## src/sbus_axi_pkg.sv

```systemverilog
package sbus_axi_pkg;

	// ====================
	// bus widths
	// ====================
	localparam int addr_w = 32;
	localparam int data_w = 32;
	localparam int id_w = 6;
	localparam int match_id_w = 3;
	localparam int region_w = 3;
	localparam int strb_w = data_w / 8;

	// ====================
	// axi encodings
	// ====================
	typedef enum logic [1:0] {
		burst_fixed = 2'b00,
		burst_incr = 2'b01,
		burst_wrap = 2'b10
	} burst_e;

	typedef enum logic [1:0] {
		resp_okay = 2'b00,
		resp_exokay = 2'b01,
		resp_slverr = 2'b10,
		resp_decerr = 2'b11
	} resp_e;

	// region code, lower bits of the axi id
	typedef enum logic [region_w-1:0] {
		region_none = 3'b000,
		region_mem = 3'b001,
		region_timer = 3'b011,
		region_gpio = 3'b111
	} region_e;

	// top address nibble of each peripheral
	localparam logic [3:0] region_mem0_nib = 4'h0;
	localparam logic [3:0] region_mem1_nib = 4'h1;
	localparam logic [3:0] region_timer_nib = 4'h2;
	localparam logic [3:0] region_gpio_nib = 4'h4;

	// ====================
	// channel master states
	// ====================
	typedef enum logic [1:0] {
		wr_idle,
		wr_addr_data,
		wr_resp,
		wr_done
	} wr_state_e;

	typedef enum logic [1:0] {
		rd_idle,
		rd_addr,
		rd_data,
		rd_done
	} rd_state_e;

endpackage

```

## src/axi_rd_master.sv

```systemverilog
`timescale 1ns/1ns

module axi_rd_master
	import sbus_axi_pkg::*;
#(
	parameter int addr_w = sbus_axi_pkg::addr_w,
	parameter int data_w = sbus_axi_pkg::data_w,
	parameter int id_w = sbus_axi_pkg::id_w
) (
	input  logic aclk,
	input  logic arst_n,
	// request side
	input  logic rd_req,
	input  logic [addr_w-1:0] addr,
	input  logic [2:0] size,
	input  logic [id_w-1:0] id,
	input  logic data_resp,
	input  logic wr_data_ok,
	output logic addr_ok,
	output logic data_ok,
	output logic err,
	output logic [data_w-1:0] rdata,
	// read address channel
	output logic [addr_w-1:0] araddr,
	output logic [3:0] arlen,
	output logic [2:0] arsize,
	output logic [1:0] arburst,
	output logic [id_w-1:0] arid,
	output logic arvalid,
	input  logic arready,
	// read data channel
	input  logic [data_w-1:0] rdata_i,
	input  logic [1:0] rresp,
	input  logic rlast,
	input  logic [id_w-1:0] rid,
	input  logic rvalid,
	output logic rready
);

	rd_state_e state;

	assign arlen = 4'd0;
	assign arburst = burst_incr;

	assign addr_ok = rd_req && (state == rd_idle);
	assign rready = (state == rd_data);

	// a pending write completion goes out first
	assign data_ok = (state == rd_done) && !wr_data_ok;

	always_ff @(posedge aclk or negedge arst_n) begin
		if (!arst_n) begin
			state <= rd_idle;
			arvalid <= 1'b0;
			err <= 1'b0;
		end else begin
			case (state)
				rd_idle: begin
					if (addr_ok) begin
						arvalid <= 1'b1;
						state <= rd_addr;
					end
				end
				rd_addr: begin
					if (arready) begin
						arvalid <= 1'b0;
						state <= rd_data;
					end
				end
				rd_data: begin
					// one beat, so it must be the last and carry our id
					if (rvalid) begin
						err <= (resp_e'(rresp) != resp_okay) || !rlast || (rid != arid);
						state <= rd_done;
					end
				end
				rd_done: begin
					if (data_ok && data_resp) begin
						err <= 1'b0;
						state <= rd_idle;
					end
				end
				default: state <= rd_idle;
			endcase
		end
	end

	always_ff @(posedge aclk) begin
		if (addr_ok) begin
			araddr <= addr;
			arsize <= size;
			arid <= id;
		end
		if (rready && rvalid)
			rdata <= rdata_i;
	end

endmodule

```

## src/axi_wr_master.sv

```systemverilog
`timescale 1ns/1ns

module axi_wr_master
	import sbus_axi_pkg::*;
#(
	parameter int addr_w = sbus_axi_pkg::addr_w,
	parameter int data_w = sbus_axi_pkg::data_w,
	parameter int id_w = sbus_axi_pkg::id_w,
	localparam int strb_w = data_w / 8
) (
	input  logic aclk,
	input  logic arst_n,
	// request side
	input  logic wr_req,
	input  logic [addr_w-1:0] addr,
	input  logic [data_w-1:0] wdata,
	input  logic [strb_w-1:0] wmask,
	input  logic [2:0] size,
	input  logic [id_w-1:0] id,
	input  logic data_resp,
	output logic addr_ok,
	output logic data_ok,
	output logic err,
	output logic writing,
	output logic [addr_w-1:0] last_write_address,
	// write address channel
	output logic [addr_w-1:0] awaddr,
	output logic [3:0] awlen,
	output logic [2:0] awsize,
	output logic [1:0] awburst,
	output logic [id_w-1:0] awid,
	output logic awvalid,
	input  logic awready,
	// write data channel
	output logic [data_w-1:0] wdata_o,
	output logic [strb_w-1:0] wstrb,
	output logic wlast,
	output logic [id_w-1:0] wid,
	output logic wvalid,
	input  logic wready,
	// write response channel
	input  logic [1:0] bresp,
	input  logic [id_w-1:0] bid,
	input  logic bvalid,
	output logic bready
);

	wr_state_e state;
	logic aw_done;
	logic w_done;
	logic aw_fin;
	logic w_fin;

	// single beat only
	assign awlen = 4'd0;
	assign awburst = burst_incr;
	assign wlast = 1'b1;
	assign wid = awid;

	assign addr_ok = wr_req && (state == wr_idle);
	assign bready = (state == wr_resp);
	assign data_ok = (state == wr_done);
	assign writing = (state != wr_idle);

	// aw and w may finish in either order
	assign aw_fin = aw_done || (awvalid && awready);
	assign w_fin = w_done || (wvalid && wready);

	always_ff @(posedge aclk or negedge arst_n) begin
		if (!arst_n) begin
			state <= wr_idle;
			awvalid <= 1'b0;
			wvalid <= 1'b0;
			aw_done <= 1'b0;
			w_done <= 1'b0;
			err <= 1'b0;
			last_write_address <= '0;
		end else begin
			case (state)
				wr_idle: begin
					if (addr_ok) begin
						awvalid <= 1'b1;
						wvalid <= 1'b1;
						aw_done <= 1'b0;
						w_done <= 1'b0;
						last_write_address <= addr;
						state <= wr_addr_data;
					end
				end
				wr_addr_data: begin
					if (awvalid && awready) begin
						awvalid <= 1'b0;
						aw_done <= 1'b1;
					end
					if (wvalid && wready) begin
						wvalid <= 1'b0;
						w_done <= 1'b1;
					end
					if (aw_fin && w_fin)
						state <= wr_resp;
				end
				wr_resp: begin
					// a stray id counts as a failed write
					if (bvalid) begin
						err <= (resp_e'(bresp) != resp_okay) || (bid != awid);
						state <= wr_done;
					end
				end
				wr_done: begin
					if (data_resp) begin
						err <= 1'b0;
						state <= wr_idle;
					end
				end
				default: state <= wr_idle;
			endcase
		end
	end

	// request payload, held for the whole transaction
	always_ff @(posedge aclk) begin
		if (addr_ok) begin
			awaddr <= addr;
			awsize <= size;
			awid <= id;
			wdata_o <= wdata;
			wstrb <= wmask;
		end
	end

endmodule

```

## src/sbus2axi.sv

```systemverilog
`timescale 1ns/1ns

module sbus2axi
	import sbus_axi_pkg::*;
#(
	parameter int addr_w = sbus_axi_pkg::addr_w,
	parameter int data_w = sbus_axi_pkg::data_w,
	parameter int id_w = sbus_axi_pkg::id_w,
	localparam int strb_w = data_w / 8
) (
	input  logic aclk,
	input  logic arst_n,
	// ====================
	// memory bus
	// ====================
	input  logic mem_req,
	input  logic mem_wen,
	input  logic mem_ren,
	input  logic [addr_w-1:0] mem_address,
	input  logic [data_w-1:0] mem_wdata,
	input  logic [strb_w-1:0] mem_wmask,
	input  logic [2:0] mem_size,
	input  logic [match_id_w-1:0] match_id,
	output logic mem_addr_ok,
	output logic mem_data_ok,
	output logic [data_w-1:0] mem_rdata,
	output logic mem_err,
	input  logic mem_data_resp,
	output logic writing,
	output logic [addr_w-1:0] last_write_address,
	// ====================
	// axi master
	// ====================
	output logic [addr_w-1:0] awaddr,
	output logic [3:0] awlen,
	output logic [2:0] awsize,
	output logic [1:0] awburst,
	output logic [id_w-1:0] awid,
	output logic awvalid,
	input  logic awready,
	output logic [data_w-1:0] wdata,
	output logic [strb_w-1:0] wstrb,
	output logic wlast,
	output logic [id_w-1:0] wid,
	output logic wvalid,
	input  logic wready,
	input  logic [1:0] bresp,
	input  logic [id_w-1:0] bid,
	input  logic bvalid,
	output logic bready,
	output logic [addr_w-1:0] araddr,
	output logic [3:0] arlen,
	output logic [2:0] arsize,
	output logic [1:0] arburst,
	output logic [id_w-1:0] arid,
	output logic arvalid,
	input  logic arready,
	input  logic [data_w-1:0] rdata,
	input  logic [1:0] rresp,
	input  logic rlast,
	input  logic [id_w-1:0] rid,
	input  logic rvalid,
	output logic rready
);

	logic [addr_w-1:0] remap_addr;
	logic [id_w-1:0] axi_id;
	logic wr_req;
	logic rd_req;
	logic wr_addr_ok;
	logic rd_addr_ok;
	logic wr_data_ok;
	logic rd_data_ok;
	logic wr_err;
	logic rd_err;

	// write wins when both enables are set
	assign wr_req = mem_req && mem_wen;
	assign rd_req = mem_req && mem_ren && !mem_wen;

	assign mem_addr_ok = wr_addr_ok || rd_addr_ok;
	assign mem_data_ok = wr_data_ok || rd_data_ok;
	assign mem_err = wr_data_ok ? wr_err : rd_err;

	sbus_region_decode u_decode (
		.mem_address(mem_address),
		.match_id(match_id),
		.remap_addr(remap_addr),
		.axi_id(axi_id)
	);

	axi_wr_master #(
		.addr_w(addr_w),
		.data_w(data_w),
		.id_w(id_w)
	) u_wr (
		.aclk(aclk),
		.arst_n(arst_n),
		.wr_req(wr_req),
		.addr(remap_addr),
		.wdata(mem_wdata),
		.wmask(mem_wmask),
		.size(mem_size),
		.id(axi_id),
		.data_resp(mem_data_resp),
		.addr_ok(wr_addr_ok),
		.data_ok(wr_data_ok),
		.err(wr_err),
		.writing(writing),
		.last_write_address(last_write_address),
		.awaddr(awaddr),
		.awlen(awlen),
		.awsize(awsize),
		.awburst(awburst),
		.awid(awid),
		.awvalid(awvalid),
		.awready(awready),
		.wdata_o(wdata),
		.wstrb(wstrb),
		.wlast(wlast),
		.wid(wid),
		.wvalid(wvalid),
		.wready(wready),
		.bresp(bresp),
		.bid(bid),
		.bvalid(bvalid),
		.bready(bready)
	);

	axi_rd_master #(
		.addr_w(addr_w),
		.data_w(data_w),
		.id_w(id_w)
	) u_rd (
		.aclk(aclk),
		.arst_n(arst_n),
		.rd_req(rd_req),
		.addr(remap_addr),
		.size(mem_size),
		.id(axi_id),
		.data_resp(mem_data_resp),
		.wr_data_ok(wr_data_ok),
		.addr_ok(rd_addr_ok),
		.data_ok(rd_data_ok),
		.err(rd_err),
		.rdata(mem_rdata),
		.araddr(araddr),
		.arlen(arlen),
		.arsize(arsize),
		.arburst(arburst),
		.arid(arid),
		.arvalid(arvalid),
		.arready(arready),
		.rdata_i(rdata),
		.rresp(rresp),
		.rlast(rlast),
		.rid(rid),
		.rvalid(rvalid),
		.rready(rready)
	);

endmodule

```

## src/sbus_region_decode.sv

```systemverilog
`timescale 1ns/1ns

module sbus_region_decode
	import sbus_axi_pkg::*;
(
	input  logic [addr_w-1:0] mem_address,
	input  logic [match_id_w-1:0] match_id,
	output logic [addr_w-1:0] remap_addr,
	output logic [id_w-1:0] axi_id
);

	logic [3:0] nib;
	region_e region;

	assign nib = mem_address[addr_w-1 -: 4];

	// two nibbles share the memory region
	always_comb begin
		case (nib)
			region_mem0_nib,
			region_mem1_nib: region = region_mem;
			region_timer_nib: region = region_timer;
			region_gpio_nib: region = region_gpio;
			default: region = region_none;
		endcase
	end

	// peripherals see an offset from their own base
	assign remap_addr = {4'h0, mem_address[addr_w-5:0]};

	// requester in the upper bits, region below
	assign axi_id = {match_id, region};

endmodule

```

## config.mk

```make
export PLATFORM = sky130hd
export DESIGN_NAME = sbus2axi
export DESIGN_NICKNAME = d
export VERILOG_FILES = /design/src/sbus_axi_pkg.sv /design/src/axi_rd_master.sv /design/src/axi_wr_master.sv /design/src/sbus2axi.sv /design/src/sbus_region_decode.sv
export SDC_FILE = /design/constraint.sdc
export NUM_CORES = 1
export LEC_CHECK = 0
export BUFFER_PORTS_ARGS = -buffer_cell sky130_fd_sc_hd__buf_2
export CAP_MARGIN = 0
export CORE_MARGIN = 2
export CORE_UTILIZATION = 42
export DETAILED_ROUTE_END_ITERATION = 16
export GPL_ROUTABILITY_DRIVEN = 0
export GPL_TIMING_DRIVEN = 0
export HOLD_SLACK_MARGIN = 0.1
export PLACE_DENSITY_LB_ADDON = 0.12
export SYNTH_ARGS = -nofsm -noshare
export SYNTH_HDL_FRONTEND = slang
export SYNTH_HIERARCHICAL = 1
export SYNTH_SLANG_ARGS = --single-unit
```

## constraint.sdc

```tcl
create_clock -name aclk -period 2.5 [get_ports aclk]
set_clock_uncertainty 0.1 [all_clocks]
set_input_delay 0.375 -clock aclk [delete_from_list [all_inputs] [get_ports aclk]]
set_output_delay 0.375 -clock aclk [all_outputs]
set_load 0.03 [all_outputs]
```

Yosys cells after proc, flatten, opt, wreduce, memory -nomap -nowiden --
Index checks and enable logic that the tools add are counted.
Word-level totals: register bits after elaboration 181, input port bits 134, output and inout port bits 210
Cells by class: eq/ne operators 21, reductions and logical operators 40, muxes and demuxes 31
Operators by type and width (number):
- two-way mux 2 bit | 8
- one-hot mux 2 bit (4 select lines) | 2
- AND reduction 3 bit | 5
- != test 2 bit, second input constant | 7
- one-hot mux 1 bit (2 select lines) | 7
- nonzero test 2 bit | 7
- two-way mux 1 bit | 13
- != test 6 bit | 2
- logical AND 1 bit | 11
- one-hot mux 3 bit (3 select lines) | 1
- == test 2 bit, second input constant | 4
- AND reduction 4 bit | 2
- logical OR 1 bit | 7
- != test 2 x 1 -> 1 bit, second input constant | 3
- == test 2 x 1 -> 1 bit, second input constant | 2
- == test 4 x 1 -> 1 bit, second input constant | 1
- == test 4 x 2 -> 1 bit, second input constant | 1
- == test 4 x 3 -> 1 bit, second input constant | 1
- zero test 2 bit | 2
- zero test 4 bit | 1
- zero test 1 bit | 3
- AND reduction 2 bit | 1
- OR reduction 2 bit | 1

Logic depth before layout (Yosys ltp) --
Gate-level depths: netlist of run 1.
word-level depth 6, gate-level depth with buffers 7, gate-level depth less buffers 6

Hierarchy --
The synthesis of run 1 kept the hierarchy.
Modules (own cells, without submodules):
- axi_wr_master | times used 1, cells an instance 214, sequential area each 3288.2 um^2, area an instance 4088.9 um^2
- axi_rd_master | times used 1, cells an instance 121, sequential area each 2292.2 um^2, area an instance 2606.2 um^2
- sbus_region_decode | times used 1, cells an instance 41, sequential area each 0.0 um^2, area an instance 306.5 um^2
- sbus2axi | times used 1, cells an instance 5, sequential area each 0.0 um^2, area an instance 42.5 um^2

Least setup slack after synthesis of run 1 --
OpenSTA, ideal clock, no wires.
path type reg-to-output, start point reg u_wr.state[0], end point out mem_addr_ok, stages on the path, launching flop included 7, arrival time 2320 ps, slack -295 ps, data required time 2025 ps, cells stage by stage dfrtp_1 inv_1 ha_1 nand2_1 inv_2 buf_2 or2_2
Between the ends: word-level cells in the longest chain between the ends 3
Ends and longest elaborated chain:
- start: declaration | line axi_wr_master.sv:48 | wr_state_e state;
- start signal: assignment | line axi_wr_master.sv:71 | state <= wr_idle;
- start signal: assignment | line axi_wr_master.sv:87 | state <= wr_addr_data;
- start signal: assignment | line axi_wr_master.sv:100 | state <= wr_resp;
- zero test 2 bit | line axi_wr_master.sv:60 | assign addr_ok = wr_req && (state == wr_idle);
- logical AND 1 bit | line axi_wr_master.sv:60
- net wr_addr_ok | line sbus2axi.sv:70 | logic wr_addr_ok;
- logical OR 1 bit | line sbus2axi.sv:81 | assign mem_addr_ok = wr_addr_ok || rd_addr_ok;
- end: declaration | line sbus2axi.sv:24 | output logic mem_addr_ok,
The timed path passes the listed nets, and every way through them passes these cells.

Final worst setup path of run 1 --
Ends and elaborated chain as after synthesis.

==> results of run 1 <==
-- flip-flops by register name, summed over array words and instances (netlist names), 4 cells and up --
| signal | count |
|---|---|
| u_wr/awid | 6 |
| u_wr/last_write_address | 32 |
| u_rd/rdata | 32 |
| u_rd/araddr | 32 |
| u_wr/wdata_o | 32 |
| u_rd/arid | 6 |
| u_wr/wstrb | 4 |
| u_wr/awaddr | 32 |
-- power by group through the flow --
| stage | sequential (mW) | clock (mW) | combinational [mW] |
|---|---|---|---|
| detailed placement | 3.77 | 0 | 0.960 |
| global route | 3.72 | 2.79 | 1.20 |
| CTS | 3.70 | 2.67 | 1.12 |
| global placement | 3.77 | 0 | 0.941 |
| finish | 3.70 | 2.60 | 1.13 |
| floorplan | 4.01 | 0 | 0.399 |
-- cell usage after synthesis, types with 2 or more instances --
| cell type | count | area [um2] |
|---|---|---|
| a31oi_1 | 2 | 12.5 |
| dfrtp_1 | 43 | 1080 |
| nand2b_1 | 2 | 12.5 |
| inv_1 | 10 | 37.5 |
| or2_2 | 2 | 12.5 |
| buf_4 | 54 | 405 |
| o21ai_0 | 4 | 20.0 |
| mux2i_1 | 3 | 30.0 |
| nor2_1 | 11 | 41.3 |
| ha_1 | 10 | 125 |
| buf_2 | 3 | 15.0 |
| mux2_2 | 33 | 372 |
| nand2_1 | 8 | 30.0 |
| and2_1 | 3 | 18.8 |
| nor4_1 | 2 | 12.5 |
| edfxtp_1 | 150 | 4500 |
| inv_2 | 2 | 7.51 |
| a211oi_1 | 2 | 15.0 |
| xor2_1 | 9 | 78.8 |
| xnor2_1 | 4 | 35.0 |
| nand4_1 | 2 | 12.5 |
| a21oi_1 | 3 | 15.0 |
| conb_1 | 5 | 18.8 |
| mux2_4 | 2 | 30.0 |
-- worst paths after layout --
check | from | to | slack (ns) | depth (start not counted)
max in group asynchronous | arst_n | u_wr/awvalid | 1.04 | 2
min in group asynchronous | arst_n | u_wr/last_write_address[24] | 0.59 | 2
max reg2reg | u_wr/state[1] | u_wr/state[1] | 0.44 | 6
min | bvalid | u_wr/err | 0.13 | 3
min reg2reg | u_rd/err | u_rd/err | 0.40 | 1
max | u_wr/state[0] | mem_addr_ok | 0.1 | 7
-- cells by family (layout without fill, tap and decap cells) --
family | after synthesis | count (layout) | share of synthesized area
compound gates | 16 | 16 | 0.0155
xor+xnor | 13 | 13 | 0.0162
fa+ha+maj | 11 | 11 | 0.0194
buf+inv | 69 | 507 | 0.0661
flops | 193 | 193 | 0.792
mux | 38 | 38 | 0.0613
other cells | 5 | 18 | 0.00266
simple gates | 36 | 38 | 0.0268
-- through the flow --
stage               hold slack (ns)  TNS (ns)  area [um2]
floorplan                   -0.0206         0        7090
global placement              0.379     -1.46        8860
detailed placement            0.390     -6.05        8860
CTS                           0.115         0       10600
global route                  0.150  -0.00209       10600
finish                        0.134         0       10600
-- worst max-delay path: cells and delay by family, from the launching register on --
kind | cells | cell delay [ns]
and+or+nand+nor | 2 | 0.37
adders and majority gates | 1 | 0.20
DFF | 1 | 0.37
buffers and inverters | 4 | 0.54
-- layer usage --
metal | part of all wire | global-route usage | vias to the layer above
li1 | - | - | 2196
met1 | 0.36 | 0.235 | 2317
met2 | 0.51 | 0.390 | 226
met3 | 0.092 | 0.0875 | 49
met4 | 0.040 | 0.111 | 0
met5 | 0 | 0 | -
-- area by class of cell --
cell class | count | area [um2]
Sequential cell | 193 | 5580
Tap cell | 220 | 275
Clock inverter | 14 | 130
Fill cell | 1256 | 5860
Clock buffer | 18 | 429
Antenna cell | 1 | 2.50
Timing Repair Buffer | 406 | 2610
Multi-Input combinational cell | 133 | 1080
Buffer | 57 | 443
Inverter | 12 | 50.0
-- layout by cell type (no fill, tap or decap), drive strengths merged, types with 3 or more instances in the layout --
cell / synthesis / final
xor2: 9 / 9
inv: 12 / 19
mux2: 35 / 35
mux2i: 3 / 3
and2: 3 / 5
buf: 57 / 358
a21oi: 3 / 3
nand2: 8 / 8
edfxtp: 150 / 150
clkinv: 0 / 4
o21ai: 5 / 5
nor2: 12 / 12
dlygate4sd3: 0 / 103
dfrtp: 43 / 43
ha: 10 / 10
clkbuf: 0 / 18
conb: 5 / 17
xnor2: 4 / 4
-- repair_timing --
| action | in CTS | in global routing |
|---|---|---|
| setup endpoints to repair | 86 | 1 |
| setup buffers | 1 | 1 |
| cloned | 4 | 0 |
| hold buffers | 103 | 0 |
| endpoints found under the hold margin | 202 | 0 |
| gates resized for setup | 10 | 2 |
| pin swaps | 0 | 0 |
==> run_results.csv, run 1 <==
group,metric,value,unit
status,status,"complete, no violations",
clocking,numCtsBuffers,17,
power,comb_power_share,0.152,
detailed_routing,ant_nets,0,
sta,worst_slew_pin_slew,1.07,ns
floorplanning,core_area,16500,um2
detailed_routing,dr.first_iter.drc_count,212,
yosys,synth_cell_types,36,
placed_design,dpl.hpwl,13200,um
setup_path,required,2.03,ns
finish,utilization,0.644,
worst_hold_path,hold_path_class,"in -> reg",
sta,fin_crit_sh,0.961,
floorplanning,io_pins,344,
global_routing,grt_pass1_vias,5040,
clocking,h-tree-depth,4,
power,irDropWorstVdd,0.430,mV
finish,nets,964,
setup_path,arrival,1.93,ns
sta,min_period,2.40,ns
clocking,clockRootBuffer,"clkbuf_16",
setup_path,crit_type,"reg -> out",
clocking,cts_tree,"yes",
setup_path,crit_path_start_kind,"flip-flop",
yosys,synth-edff-count,150,
yosys,synthesis.area,7040,um2
clocking,clk_pin_slew_worst_paths,0.07,ns
clocking,cts.sinks,193,
job,max_cap_viol_count,0,
clocking,clock_path_buffers,2,
power,seqPwrFrac,0.498,
sta,fin_ws,0.0973,ns
yosys,syn_area_per_cell,18.5,um2
setup_path,crit_chain,"inv_1 -> ha_4 -> nand2_4 -> inv_6 -> buf_16 -> or2_2 -> buf_2",
placed_design,placedCellCount,912,
sta,max_slew_margin,0.283,
power,p_sw,1.95,mW
yosys,synth_ff_type,"edfxtp_1",
yosys,synth_cells,381,
detailed_routing,first_pass_iters,4,
finish,layout.cells.non_filler,1054,
setup_path,crit_slowest_cell,"dfrtp_1",
floorplanning,die_h,134,um
power,powerDensity,701,nW/um2
global_routing,grt_remaining_overflow,0,
detailed_routing,route.detailed.drc,0,
yosys,ys_ff_latch,193,
yosys,yosys_warnings,6,
finish,drive_above_1_share,0.527,
yosys,ys_seq_area_frac,0.792,
yosys,ys_async_sr_fraction,0.223,
global_routing,grt_usage,0.223,
power,internal-power,5.48,mW
placed_design,io_buffer_count,299,
global_routing,antenna_found_initial,1,
floorplanning,die_w,134,um
placed_design,post-place-ws,-0.472,ns
setup_path,critPathMaxStageDelay,0.37,ns
detailed_routing,dr_total_vias,4788,
setup_path,end_kind,"output pin",
floorplanning,die-area,17800,um2
floorplanning,rows,47,
sta,fmax,416,MHz
global_routing,grt_max_degree,44,
detailed_routing,postRouteWirelength,19900,um
floorplanning,start_util,0.428,
power,swShare,0.262,
global_routing,grt_pass1_wl,29100,um
sta,slew_violations,0,
detailed_routing,viasPerCell,4.54,
clocking,worstSkewPairLatency,0.42,ns
finish,layout-area-overhead-vs-synth,50.5,%
power,leakage,4.75,nW
power,p_clk_frac,0.350,
sta,setup_viol,0,
sta,final_hold_viol_count,0,
detailed_routing,post_drt_wl_per_cell,18.9,um
setup_path,crit_fanout,22,
power,power,7.44,mW
Note: power is estimated with default switching activity, not from simulation.
==> run 2: changes to the inputs <==
--- a/config.mk
+++ b/config.mk
@@ -13,7 +13,7 @@
 export GPL_ROUTABILITY_DRIVEN = 0
 export GPL_TIMING_DRIVEN = 0
 export HOLD_SLACK_MARGIN = 0.1
-export PLACE_DENSITY_LB_ADDON = 0.12
+export PLACE_DENSITY = 0.77
 export SYNTH_ARGS = -nofsm -noshare
 export SYNTH_HDL_FRONTEND = slang
 export SYNTH_HIERARCHICAL = 1
==> run 2 against run 1 <==
Core utilization grew 0.27 points. Wire length is 1.3% higher. Cell count is 0.38% higher. Maximum frequency decreased by 0.18%. Sequential share of layout area fell by 0.22 points. Largest cell class unchanged. Largest power group unchanged.
==> run_results.csv, run 2 (synthesis results as in run 1) <==
group,metric,value,unit
detailed_routing,first_pass_iters,4,
worst_hold_path,hold_path_class,"in -> reg",
setup_path,critical-path-top-delay-family,"buffers and inverters",
floorplanning,rows,47,
power,power,7.55,mW
floorplanning,io_pins,344,
sta,worst_slew_pin_slew,1.12,ns
setup_path,crit_path_start_kind,"flip-flop",
clocking,h-tree-depth,4,
setup_path,path_depth,7,
setup_path,crit_type,"reg -> out",
detailed_routing,viasPerCell,4.54,
power,irDropWorstVdd,0.478,mV
setup_path,ff2ff_path_depth,6,
sta,fmax,415,MHz
power,powerDensity,709,nW/um2
sta,max_slew_margin,0.255,
finish,n_fill_cell,1155,
floorplanning,die_h,134,um
finish,layout.cells.non_filler,1058,
setup_path,rr_startpoint,"u_wr/state[1]",
detailed_routing,ant_nets,0,
clocking,cts.sinks,193,
setup_path,crit_buf_inv,4,
clocking,clock_path_buffers,2,
sta,rsz0062_at_grt,"false",
detailed_routing,post_drt_wl_per_cell,19.0,um
clocking,clockRootBuffer,"clkbuf_16",
floorplanning,start_util,0.428,
clocking,clk_pin_slew_worst_paths,0.07,ns
setup_path,arrival,1.93,ns
setup_path,r2r-end,"u_wr/state[1]",
placed_design,placedCellCount,912,
detailed_routing,postRouteWirelength,20100,um
setup_path,crit_slowest_cell,"dfrtp_1",
placed_design,dpl.hpwl,12600,um
global_routing,grt_max_degree,44,
floorplanning,die-area,17800,um2
sta,setup_viol,0,
sta,fin_ws,0.0929,ns
finish,drive_above_1_share,0.531,
floorplanning,core_area,16500,um2
clocking,numCtsBuffers,17,
setup_path,reg2reg_slack,0.45,ns
clocking,cts_tree,"yes",
global_routing,grt_pass1_wl,28600,um
global_routing,grt_remaining_overflow,0,
sta,slew_violations,0,
finish,layout_common_cells,"301 x buf_2, 150 x edfxtp_1, 103 x dlygate4sd3_1",
placed_design,io_buffer_count,299,
detailed_routing,route.detailed.drc,0,
setup_path,end_kind,"output pin",
finish,final_common_cell,"buf_2",
finish,nets,967,
detailed_routing,dr_total_vias,4808,
power,leakage,4.77,nW
setup_path,required,2.03,ns
status,status,"complete, no violations",
sta,final_hold_viol_count,0,
placed_design,post-place-ws,-0.451,ns
job,max_cap_viol_count,0,
sta,min_period,2.41,ns
sta,fin_crit_sh,0.963,
global_routing,grt_pass1_vias,5046,
setup_path,crit_chain,"inv_1 -> ha_2 -> nand2_2 -> inv_6 -> buf_16 -> or2_2 -> buf_2",
setup_path,crit_path_end,"mem_addr_ok",
floorplanning,die_w,134,um
clocking,worstSkewPairLatency,0.42,ns
global_routing,grt_usage,0.222,
finish,layout-area-overhead-vs-synth,51.2,%
setup_path,crit_fanout,22,
setup_path,critPathLaunch,"u_wr/state[0]",
global_routing,antenna_found_initial,4,
detailed_routing,dr.first_iter.drc_count,235,
setup_path,critPathMaxStageDelay,0.35,ns
[run 2: changes by cell type in the layout (fill, tap and decap cells not counted), moves of 2 or more]
cell	previous run	this run
clkinv_4	0	2
buf_4	56	59
inv_6	5	2
inv_8	3	5
clkinv_8	0	2
clkinv_1	3	0
[run 2: per-layer routing]
metal / track usage / share of wire
met4: 0.0934 / 0.031
met5: 0 / 0.0013
met2: 0.410 / 0.54
met1: 0.218 / 0.34
met3: 0.0898 / 0.092
[run 2: cell type report]
type | instances | area [um2] | area share
plain buffers | 57 | 443 | 0.0416
clock buffers | 18 | 429 | 0.0403
inverters | 12 | 50.0 | 0.00470
repair buffers | 409 | 2630 | 0.247
well taps | 220 | 275 | 0.0259
flip-flops and latches | 193 | 5580 | 0.524
diodes | 2 | 5.00 | 0.000470
clock inverters | 14 | 168 | 0.0157
multi-input cells | 133 | 1070 | 0.100
[run 2: worst min-delay path by stage]
stage | endpoint | slack [ns] | depth (start not counted) | from
floorplan | u_rd/arvalid | -0.02 | 0 | arst_n
global placement | u_rd/err | 0.37 | 1 | u_rd/err
detailed placement | u_rd/err | 0.39 | 1 | u_rd/err
CTS | u_wr/err | 0.10 | 3 | bvalid
global route | u_wr/err | 0.11 | 3 | bvalid
finish | u_wr/err | 0.13 | 3 | bvalid
[run 2: per-stage QoR]
step                 util  setup TNS (ns)  hold WS [ns]  instance area [um2]
global placement    0.538           -2.50         0.375                 8860
detailed placement  0.538           -4.30         0.385                 8860
CTS                 0.645               0         0.103                10600
floorplan               -               0       -0.0206                 7090
global route        0.647               0         0.113                10600
finish              0.647               0         0.127                10600
[run 2: power by group]
group	switching [mW]	leakage, nW	internal (mW)
registers	0.0573	1.94	3.65
logic	0.689	2.54	0.436
clock network	1.28	0.282	1.43
[run 2: repair_timing]
item,in CTS,in global routing
hold endpoints to repair,189,0
resized for setup,7,2
hold buffers,103,0
pin swaps,1,1
buffers inserted,3,2
cloned,4,0
setup endpoints to repair,85,1
[run 2: worst min-delay path, stage by stage]
cell     delay [ns]
buf_2          0.12
nand2_1        0.07
o31ai_1        0.06
